===== config.mk =====
export PLATFORM = sky130hd
export DESIGN_NAME = ooo_retire_top
export DESIGN_NICKNAME = d
export VERILOG_FILES = /design/src/source/isa_pkg.sv /design/src/source/rob_pkg.sv /design/src/source/arch_regfile.sv /design/src/source/commit_fsm.sv /design/src/source/commit_unit.sv /design/src/source/ooo_retire_top.sv /design/src/source/rob_buffer.sv /design/src/source/store_wait_timer.sv
export SDC_FILE = /design/constraint.sdc
export NUM_CORES = 2
export LEC_CHECK = 0
export ABC_AREA = 1
export BUFFER_PORTS_ARGS = -buffer_cell sky130_fd_sc_hd__buf_4
export CAP_MARGIN = 20
export CORE_MARGIN = 3
export CORE_UTILIZATION = 25
export CTS_CLUSTER_DIAMETER = 60
export CTS_CLUSTER_SIZE = 30
export DETAILED_ROUTE_END_ITERATION = 8
export PLACE_DENSITY = 0.5
export RECOVER_POWER = 50
export SYNTH_ARGS = -nofsm -noshare
export SYNTH_HDL_FRONTEND = slang
export SYNTH_SLANG_ARGS = --single-unit

===== constraint.sdc =====
create_clock -name clk -period 3.7 [get_ports clk]
set_clock_uncertainty 0.05 [all_clocks]
set_input_delay 0 -clock clk [delete_from_list [all_inputs] [get_ports clk]]
set_output_delay 0 -clock clk [all_outputs]
set_load 0.01 [all_outputs]

===== src/source/isa_pkg.sv =====
/*
 * ISA-level constants and the instruction kind carried by each reorder buffer entry.
 * Imported by the retirement blocks and the testbench.
 */
package isa_pkg;

    // Data and pc width
    parameter int XLEN = 32;

    // Architectural register index width
    parameter int REG_ADDR_W = 5;

    // Encoding follows the commit decode of the core
    typedef enum logic [1:0] {
        ITYPE_BRANCH = 2'b00,
        ITYPE_STORE  = 2'b01,
        ITYPE_ALU    = 2'b10
    } itype_e;

endpackage


===== src/source/rob_pkg.sv =====
/*
 * Types local to the retirement logic of the reorder buffer.
 */
package rob_pkg;

    // Commit sequencing states
    typedef enum logic [1:0] {
        ST_RUN        = 2'b00,
        ST_STORE_WAIT = 2'b01,
        ST_FLUSH      = 2'b10
    } commit_state_e;

endpackage


===== src/source/arch_regfile.sv =====
/*
 * Architectural register file. One write port from commit, one
 * combinational read port; register 0 always reads zero.
 */
`timescale 1ns/1ns

module arch_regfile (
    input  logic                           clk,
    input  logic                           arst_n,
    input  logic                           reg_write,
    input  logic [isa_pkg::REG_ADDR_W-1:0] commit_rd,
    input  logic [isa_pkg::XLEN-1:0]       write_data,
    input  logic [isa_pkg::REG_ADDR_W-1:0] rf_raddr,
    output logic [isa_pkg::XLEN-1:0]       rf_rdata
);
    import isa_pkg::*;

    logic [XLEN-1:0] regs [2**REG_ADDR_W];

    always_ff @(posedge clk or negedge arst_n) begin
        if (!arst_n) begin
            for (int i = 0; i < 2**REG_ADDR_W; i++) begin
                regs[i] <= '0;
            end
        end else if (reg_write && (commit_rd != '0)) begin
            regs[commit_rd] <= write_data;
        end
    end

    assign rf_rdata = (rf_raddr == '0) ? '0 : regs[rf_raddr];

endmodule


===== src/source/commit_fsm.sv =====
/*
 * Sequences retirement: normal run, waiting on a store at the head,
 * and the single flush cycle after a mispredicted branch.
 */
`timescale 1ns/1ns

module commit_fsm (
    input  logic clk,
    input  logic arst_n,
    input  logic dequeue,
    input  logic commit_is_branch,
    input  logic commit_prediction,
    input  logic commit_result,
    input  logic store_blocked,
    output logic commit_en,
    output logic flush,
    output logic timer_run
);
    import rob_pkg::*;

    commit_state_e state;
    commit_state_e state_nxt;
    logic          mispredict;

    assign mispredict = dequeue && commit_is_branch && (commit_prediction != commit_result);

    always_comb begin
        state_nxt = state;
        case (state)
            ST_RUN: begin
                if (mispredict) begin
                    state_nxt = ST_FLUSH;
                end else if (store_blocked) begin
                    state_nxt = ST_STORE_WAIT;
                end
            end
            // Only the waiting store can retire here
            ST_STORE_WAIT: if (dequeue) state_nxt = ST_RUN;
            ST_FLUSH:      state_nxt = ST_RUN;
            default:       state_nxt = ST_RUN;
        endcase
    end

    always_ff @(posedge clk or negedge arst_n) begin
        if (!arst_n) begin
            state <= ST_RUN;
        end else begin
            state <= state_nxt;
        end
    end

    assign commit_en = (state != ST_FLUSH);
    assign flush     = (state == ST_FLUSH);
    assign timer_run = (state == ST_STORE_WAIT);

endmodule


===== src/source/commit_unit.sv =====
/*
 * Retirement decode of the reorder buffer head. Purely combinational;
 * drives the dequeue strobe and the register file write port.
 */
`timescale 1ns/1ns

module commit_unit #(
    parameter int ROB_DEPTH = 16,
    localparam int TAG_W = $clog2(ROB_DEPTH)
) (
    input  logic                           commit_en,
    input  logic                           head_ready,
    input  isa_pkg::itype_e                head_itype,
    input  logic [isa_pkg::XLEN-1:0]       head_dest,
    input  logic [isa_pkg::XLEN-1:0]       head_value,
    input  logic                           head_pred,
    input  logic                           head_result,
    input  logic [TAG_W-1:0]               head_tag,
    input  logic                           store_done,
    output logic                           dequeue,
    output logic                           reg_write,
    output logic [TAG_W-1:0]               commit_rob,
    output logic [isa_pkg::REG_ADDR_W-1:0] commit_rd,
    output logic [isa_pkg::XLEN-1:0]       write_data,
    output logic [isa_pkg::XLEN-1:0]       committed_pc,
    output logic [isa_pkg::XLEN-1:0]       commit_imm_se,
    output logic                           commit_is_branch,
    output logic                           commit_prediction,
    output logic                           commit_result,
    output logic                           store_blocked
);
    import isa_pkg::*;

    always_comb begin
        dequeue          = 1'b0;
        reg_write        = 1'b0;
        write_data       = '0;
        commit_is_branch = 1'b0;
        if (commit_en && head_ready) begin
            case (head_itype)
                ITYPE_BRANCH: begin
                    commit_is_branch = 1'b1;
                    dequeue          = 1'b1;
                end
                // Store waits on the memory side
                ITYPE_STORE: dequeue = store_done;
                default: begin
                    reg_write  = 1'b1;
                    write_data = head_value;
                    dequeue    = 1'b1;
                end
            endcase
        end
    end

    assign store_blocked     = head_ready && (head_itype == ITYPE_STORE) && !store_done;
    assign commit_prediction = head_pred;
    assign commit_result     = head_result;
    assign committed_pc      = head_dest;
    assign commit_imm_se     = head_value;
    assign commit_rob        = dequeue ? head_tag : '0;
    assign commit_rd         = dequeue ? head_dest[REG_ADDR_W-1:0] : '0;

endmodule


===== src/source/ooo_retire_top.sv =====
/*
 * Retirement end of the out-of-order core: reorder buffer, commit decode,
 * commit FSM, store-wait timer and architectural register file.
 */
`timescale 1ns/1ns

module ooo_retire_top #(
    parameter int ROB_DEPTH     = 16,
    parameter int STORE_TIMEOUT = 8,
    localparam int TAG_W = $clog2(ROB_DEPTH)
) (
    input  logic                           clk,
    input  logic                           arst_n,
    input  logic                           alloc_valid,
    input  isa_pkg::itype_e                alloc_itype,
    input  logic [isa_pkg::XLEN-1:0]       alloc_dest,
    input  logic                           alloc_pred,
    output logic [TAG_W-1:0]               alloc_tag,
    output logic                           rob_full,
    input  logic                           cmpl_valid,
    input  logic [TAG_W-1:0]               cmpl_tag,
    input  logic [isa_pkg::XLEN-1:0]       cmpl_value,
    input  logic                           cmpl_result,
    input  logic                           store_done,
    input  logic [isa_pkg::REG_ADDR_W-1:0] rf_raddr,
    output logic [isa_pkg::XLEN-1:0]       rf_rdata,
    output logic                           commit_valid,
    output logic                           reg_write,
    output logic [TAG_W-1:0]               commit_rob,
    output logic [isa_pkg::REG_ADDR_W-1:0] commit_rd,
    output logic [isa_pkg::XLEN-1:0]       write_data,
    output logic [isa_pkg::XLEN-1:0]       committed_pc,
    output logic [isa_pkg::XLEN-1:0]       commit_imm_se,
    output logic                           commit_is_branch,
    output logic                           commit_prediction,
    output logic                           commit_result,
    output logic                           flush,
    output logic                           store_timeout
);
    import isa_pkg::*;

    // Head entry toward the commit decode
    logic            head_ready;
    itype_e          head_itype;
    logic [XLEN-1:0] head_dest;
    logic [XLEN-1:0] head_value;
    logic            head_pred;
    logic            head_result;
    logic [TAG_W-1:0] head_tag;

    logic dequeue;
    logic commit_en;
    logic store_blocked;
    logic timer_run;

    assign commit_valid = dequeue;

    rob_buffer #(.ROB_DEPTH(ROB_DEPTH)) rob_buffer_inst (
        .clk, .arst_n, .alloc_valid, .alloc_itype, .alloc_dest, .alloc_pred,
        .cmpl_valid, .cmpl_tag, .cmpl_value, .cmpl_result, .dequeue, .flush,
        .alloc_tag, .rob_full, .head_ready, .head_itype, .head_dest,
        .head_value, .head_pred, .head_result, .head_tag
    );

    commit_unit #(.ROB_DEPTH(ROB_DEPTH)) commit_unit_inst (
        .commit_en, .head_ready, .head_itype, .head_dest, .head_value,
        .head_pred, .head_result, .head_tag, .store_done, .dequeue,
        .reg_write, .commit_rob, .commit_rd, .write_data, .committed_pc,
        .commit_imm_se, .commit_is_branch, .commit_prediction,
        .commit_result, .store_blocked
    );

    commit_fsm commit_fsm_inst (
        .clk, .arst_n, .dequeue, .commit_is_branch, .commit_prediction,
        .commit_result, .store_blocked, .commit_en, .flush, .timer_run
    );

    store_wait_timer #(.STORE_TIMEOUT(STORE_TIMEOUT)) store_wait_timer_inst (
        .clk, .arst_n, .timer_run, .store_timeout
    );

    arch_regfile arch_regfile_inst (
        .clk, .arst_n, .reg_write, .commit_rd, .write_data, .rf_raddr, .rf_rdata
    );

endmodule


===== src/source/rob_buffer.sv =====
/*
 * Circular reorder buffer. Entries are allocated at the tail in program order,
 * completed out of order by tag, and presented at the head for retirement.
 */
`timescale 1ns/1ns

module rob_buffer #(
    parameter int ROB_DEPTH = 16,
    localparam int TAG_W = $clog2(ROB_DEPTH)
) (
    input  logic                     clk,
    input  logic                     arst_n,
    input  logic                     alloc_valid,
    input  isa_pkg::itype_e          alloc_itype,
    input  logic [isa_pkg::XLEN-1:0] alloc_dest,
    input  logic                     alloc_pred,
    input  logic                     cmpl_valid,
    input  logic [TAG_W-1:0]         cmpl_tag,
    input  logic [isa_pkg::XLEN-1:0] cmpl_value,
    input  logic                     cmpl_result,
    input  logic                     dequeue,
    input  logic                     flush,
    output logic [TAG_W-1:0]         alloc_tag,
    output logic                     rob_full,
    output logic                     head_ready,
    output isa_pkg::itype_e          head_itype,
    output logic [isa_pkg::XLEN-1:0] head_dest,
    output logic [isa_pkg::XLEN-1:0] head_value,
    output logic                     head_pred,
    output logic                     head_result,
    output logic [TAG_W-1:0]         head_tag
);
    import isa_pkg::*;

    localparam int COUNT_W = TAG_W + 1;

    // Entry fields
    itype_e            itype_q  [ROB_DEPTH];
    logic [XLEN-1:0]   dest_q   [ROB_DEPTH];
    logic [XLEN-1:0]   value_q  [ROB_DEPTH];
    logic              pred_q   [ROB_DEPTH];
    logic              result_q [ROB_DEPTH];

    logic [ROB_DEPTH-1:0] valid;
    logic [ROB_DEPTH-1:0] ready;
    logic [TAG_W-1:0]     head;
    logic [TAG_W-1:0]     tail;
    logic [COUNT_W-1:0]   count;
    logic                 alloc_do;
    logic                 cmpl_do;

    assign alloc_do = alloc_valid && !rob_full && !flush;
    assign cmpl_do  = cmpl_valid && valid[cmpl_tag] && !flush;

    // ~~~~~~~~~~~~~~~~~~~~~~~~~~~~~~~~~~~~~~~~~~~~~~~~~~~~~~~~~~~~
    // Pointers, occupancy and entry status
    // ~~~~~~~~~~~~~~~~~~~~~~~~~~~~~~~~~~~~~~~~~~~~~~~~~~~~~~~~~~~~
    always_ff @(posedge clk or negedge arst_n) begin
        if (!arst_n) begin
            head  <= '0;
            tail  <= '0;
            count <= '0;
            valid <= '0;
            ready <= '0;
        end else if (flush) begin
            head  <= '0;
            tail  <= '0;
            count <= '0;
            valid <= '0;
            ready <= '0;
        end else begin
            if (alloc_do) begin
                valid[tail] <= 1'b1;
                ready[tail] <= 1'b0;
                tail        <= tail + 1'b1;
            end
            if (cmpl_do) begin
                ready[cmpl_tag] <= 1'b1;
            end
            // Freeing the head overrides a completion to the same slot
            if (dequeue) begin
                valid[head] <= 1'b0;
                ready[head] <= 1'b0;
                head        <= head + 1'b1;
            end
            case ({alloc_do, dequeue})
                2'b10:   count <= count + 1'b1;
                2'b01:   count <= count - 1'b1;
                default: count <= count;
            endcase
        end
    end

    // Payload
    always_ff @(posedge clk) begin
        if (alloc_do) begin
            itype_q[tail] <= alloc_itype;
            dest_q[tail]  <= alloc_dest;
            pred_q[tail]  <= alloc_pred;
        end
        if (cmpl_do) begin
            value_q[cmpl_tag]  <= cmpl_value;
            result_q[cmpl_tag] <= cmpl_result;
        end
    end

    assign alloc_tag   = tail;
    assign rob_full    = (count == COUNT_W'(ROB_DEPTH));
    assign head_tag    = head;
    assign head_ready  = valid[head] && ready[head];
    assign head_itype  = itype_q[head];
    assign head_dest   = dest_q[head];
    assign head_value  = value_q[head];
    assign head_pred   = pred_q[head];
    assign head_result = result_q[head];

endmodule


===== src/source/store_wait_timer.sv =====
/*
 * Counts cycles a store spends waiting at the head; raises a sticky timeout.
 */
`timescale 1ns/1ns

module store_wait_timer #(
    parameter int STORE_TIMEOUT = 8
) (
    input  logic clk,
    input  logic arst_n,
    input  logic timer_run,
    output logic store_timeout
);
    localparam int CNT_W = $clog2(STORE_TIMEOUT + 1);
    localparam logic [CNT_W-1:0] CNT_LAST = CNT_W'(STORE_TIMEOUT - 1);
    localparam logic [CNT_W-1:0] CNT_MAX  = CNT_W'(STORE_TIMEOUT);

    logic [CNT_W-1:0] cnt;

    always_ff @(posedge clk or negedge arst_n) begin
        if (!arst_n) begin
            cnt           <= '0;
            store_timeout <= 1'b0;
        end else if (timer_run) begin
            // Saturate rather than wrap
            if (cnt != CNT_MAX) begin
                cnt <= cnt + 1'b1;
            end
            if (cnt == CNT_LAST) begin
                store_timeout <= 1'b1;
            end
        end else begin
            cnt <= '0;
        end
    end

endmodule

==> impl_metrics.json <==
{
  "hold_path.class": "primary input to flop",
  "place_area_um2": 105000,
  "finalNetCount": 10100,
  "rows": 225,
  "overflow": 0,
  "seq_power_share_pct": 36.4,
  "worstRegToRegCells": 13,
  "grt_pass1_wl_mm": 525,
  "hold_end": "rob_buffer_inst.alloc_tag[0]",
  "start_util_pct": 25.2,
  "drt-total-wl_mm": 359,
  "fmax_mhz": 274,
  "synth_seq_cells": 2164,
  "grt_use_total_pct": 17.9,
  "dp.final_hpwl_mm": 208,
  "ctsHtreeMaxLevel": 4,
  "cts_tree": "yes",
  "crit_path_max_fanout": 23,
  "worst_pin_slew_ns": 2.89,
  "antenna_found_initial": 45,
  "grt_max_degree": 142,
  "crit_path_top_delay_cell": "dfrtp_4",
  "vias_per_cell": 5.02,
  "report.final.hold_viol_count": 0,
  "placeableCoreArea_um2": 376000,
  "crit_required_ns": 3.65,
  "swShare_pct": 39.5,
  "die_area_um2": 386000,
  "syn_nets": 9940,
  "period_needed_ns": 3.65,
  "hold_depth": 5,
  "arrival_ns": 3.60,
  "total_power_w": 0.0738,
  "leakage_nw": 47.1,
  "regToRegSetupSlack_ns": 0.14,
  "yosysSeqAreaShare_pct": 62.9,
  "path_clk_slew_ns": 0.07,
  "p_int_w": 0.0446,
  "slew_viol_final": 52,
  "min_from": "alloc_valid",
  "grt_pass1_vias": 72800,
  "first_iter_violations": 7638,
  "area_growth_pct": 20.2,
  "place.gp.congestion": 0.803,
  "clkPwrFrac_pct": 28.3,
  "cts_root_buf": "clkbuf_16",
  "rr_endpoint": "arch_regfile_inst.regs[463]",
  "clock-sinks": 2164,
  "die_w_um": 622,
  "failed_checks": "max-capacitance violations, max-slew violations",
  "final_area_um2": 114000,
  "crit_type": "flop to primary output",
  "setup_tns_ns": 0,
  "drc": 0,
  "final_util_pct": 30.3,
  "reg2reg_from": "rob_buffer_inst.head_tag[0]",
  "ys_warn_count": 0,
  "pwr-share-comb_pct": 35.3,
  "period_share_pct": 98.6,
  "rsz0062_at_grt": "yes",
  "switchingPower_w": 0.0292,
  "status": "finished with violations",
  "synth.cell_area_um2": 94800,
  "postSynthCellCount": 9844,
  "n_fill_cell": 39200,
  "cp_cell_sequence": "bufbuf_16 > nand2_1 > nand3_1 > nand2_1 > nand2_1 > nand2_1 > inv_1 > nand2_2 > nand3_4 > nor2_4 > buf_12 > inv_2 > buf_12 > nor2_4 > buf_12 > buf_12 > buf_4",
  "drive_gt1_share_pct": 11.5,
  "pin_count": 231,
  "wl_per_cell_um": 23.7,
  "synth_cell_types": 38,
  "peakVddDrop_uv": 602,
  "slew-limit-headroom_pct": -92.4,
  "cts_buffer_depth": 4,
  "numCtsBuffers": 174,
  "postRouteAntennaNets": 0,
  "whs_ns": 0.124,
  "max_cap_viol_count": 2,
  "synth.avg_cell_area_um2": 9.63,
  "cp-end-kind": "primary output",
  "cp-start-kind": "flop",
  "setup_viol_count_final": 0,
  "die_y_um": 622,
  "numPortBuffers": 230,
  "clk_latency_ns": 0.94,
  "vias": 76100,
  "slowest_delay_ns": 0.57,
  "drtPass1Iterations": 6,
  "power_density_nw_per_um2": 648
}
critical path, delay by kind of cell, from the launching register on:
kind          cells  cell delay (ns)
simple gates      9             0.85
flops             1             0.57
buf+inv           8             1.16
sequential cells by signal, indices dropped and copies added, names as in the netlist:
| signal | count |
|---|---|
| store_wait_timer_inst.store_timeout | 1 |
| rob_buffer_inst.head_tag | 4 |
| rob_buffer_inst.pred_q | 16 |
| rob_buffer_inst.valid | 16 |
| arch_regfile_inst.regs | 1024 |
| rob_buffer_inst.count | 5 |
| rob_buffer_inst.ready | 16 |
| commit_fsm_inst.state | 2 |
| rob_buffer_inst.result_q | 16 |
| rob_buffer_inst.alloc_tag | 4 |
| store_wait_timer_inst.cnt | 4 |
| rob_buffer_inst.value_q | 512 |
| rob_buffer_inst.dest_q | 512 |
| rob_buffer_inst.itype_q | 32 |
logic make-up (layout without fill, tap and decap cells):
| family | count (synthesis) | after routing | synth area share, % |
|---|---|---|---|
| other cells | 0 | 16 | 0 |
| simple gates | 4475 | 4475 | 20.0 |
| buf+inv | 1170 | 1485 | 4.92 |
| compound gates | 2013 | 2013 | 11.9 |
| flops | 2164 | 2164 | 62.9 |
| xor+xnor | 8 | 8 | 0.0739 |
| fa+ha+maj | 14 | 14 | 0.185 |
synthesized netlist by cell type (all sizes together):
cell type,instances,area share [%]
a21oi,75,0.40
a22oi,6,0.048
a31o,1,0.0092
a31oi,32,0.21
buf,237,1.2
clkbuf,651,2.6
clkinv,2,0.0079
dfrtp,1076,28
edfxtp,1088,34
ha,14,0.18
inv,280,1.1
nand2,2307,9.1
nand3,196,1.0
nand3b,3,0.028
nand4,716,4.8
nor2,1243,5.0
nor3,4,0.021
nor4,1,0.0066
o211ai,5,0.040
o21ai,1389,7.3
o221ai,198,1.8
o22ai,306,2.0
o31ai,1,0.022
or2,5,0.033
xnor2,3,0.028
xor2,5,0.046
how the worst max path moves through the flow:
stage                                     start                          end  slack [ns]
finish              rob_buffer_inst.head_tag[0]               write_data[17]        0.05
global route        rob_buffer_inst.head_tag[0]               write_data[17]       -0.05
CTS                 rob_buffer_inst.head_tag[0]               write_data[31]       -0.06
global placement    rob_buffer_inst.head_tag[0]  arch_regfile_inst.regs[290]       -0.07
floorplan              commit_fsm_inst.state[1]  rob_buffer_inst.result_q[0]        0.48
detailed placement  rob_buffer_inst.head_tag[0]  arch_regfile_inst.regs[298]       -0.12
cell usage in the layout (no fill, tap or decap), types with 18 or more instances in the layout:
master and count:
nand2_1 2301, o21ai_0 1286, nor2_1 1139, edfxtp_1 1088
dfrtp_1 1074, nand4_1 711, buf_4 425, o22ai_1 306
inv_1 257, o221ai_1 198, nand3_1 185, clkbuf_16 179
buf_12 161, dlygate4sd3_1 151, o21ai_1 103, a21oi_1 74
nor2_4 64, clkbuf_4 48, clkbuf_1 42, nor2_2 40
inv_6 34, a31oi_1 32, buf_6 24, clkinv_8 21
inv_8 18
per-stage QoR:
step	worst slack (ns)	instances
2_1_floorplan	0.484	9844
3_3_place_gp	-0.0695	14600
3_5_place_dp	-0.116	14600
4_1_cts	-0.0559	15100
5_1_grt	-0.0450	15200
6_report	0.0500	15200
final cells by class:
cell class	instances	area, um^2	share of cell area (%)
Sequential cell	2164	59600	52.3
Clock inverter	129	1710	1.50
Timing Repair inverter	1	8.76	0.00769
Inverter	282	1130	0.988
Clock buffer	190	4540	3.98
Antenna cell	16	40.0	0.0351
Tap cell	4994	6250	5.48
Timing Repair Buffer	883	9520	8.35
Multi-Input combinational cell	6510	31100	27.3
power by group through the flow:
stage	combinational (W)	sequential, W	clock [W]
after global placement	0.0246	0.0273	0
after global routing	0.0279	0.0270	0.0222
after CTS	0.0258	0.0268	0.0213
final	0.0261	0.0269	0.0209
after floorplan	0.0121	0.0272	0
after detailed placement	0.0246	0.0273	0
routing by layer:
| layer | track usage [%] | up-vias | routed length (um) | part of all wire (%) |
|---|---|---|---|---|
| met5 | 0 | - | 136 | 0.038 |
| met4 | 4.90 | 22 | 10100 | 2.8 |
| met3 | 2.78 | 474 | 23900 | 6.7 |
| met2 | 28.8 | 2467 | 165000 | 46 |
| met1 | 25.0 | 38400 | 159000 | 44 |
| li1 | - | 34700 | - | - |
what timing repair did:
action	4_1_cts	5_1_grt
hold buffers	152	0
buffers inserted	21	29
cloned	11	3
endpoints found under the setup margin	490	114
endpoints found under the hold margin	2391	0
pin swaps	10	10
gates resized for setup	75	45
Power figures use the tool's default switching activity.
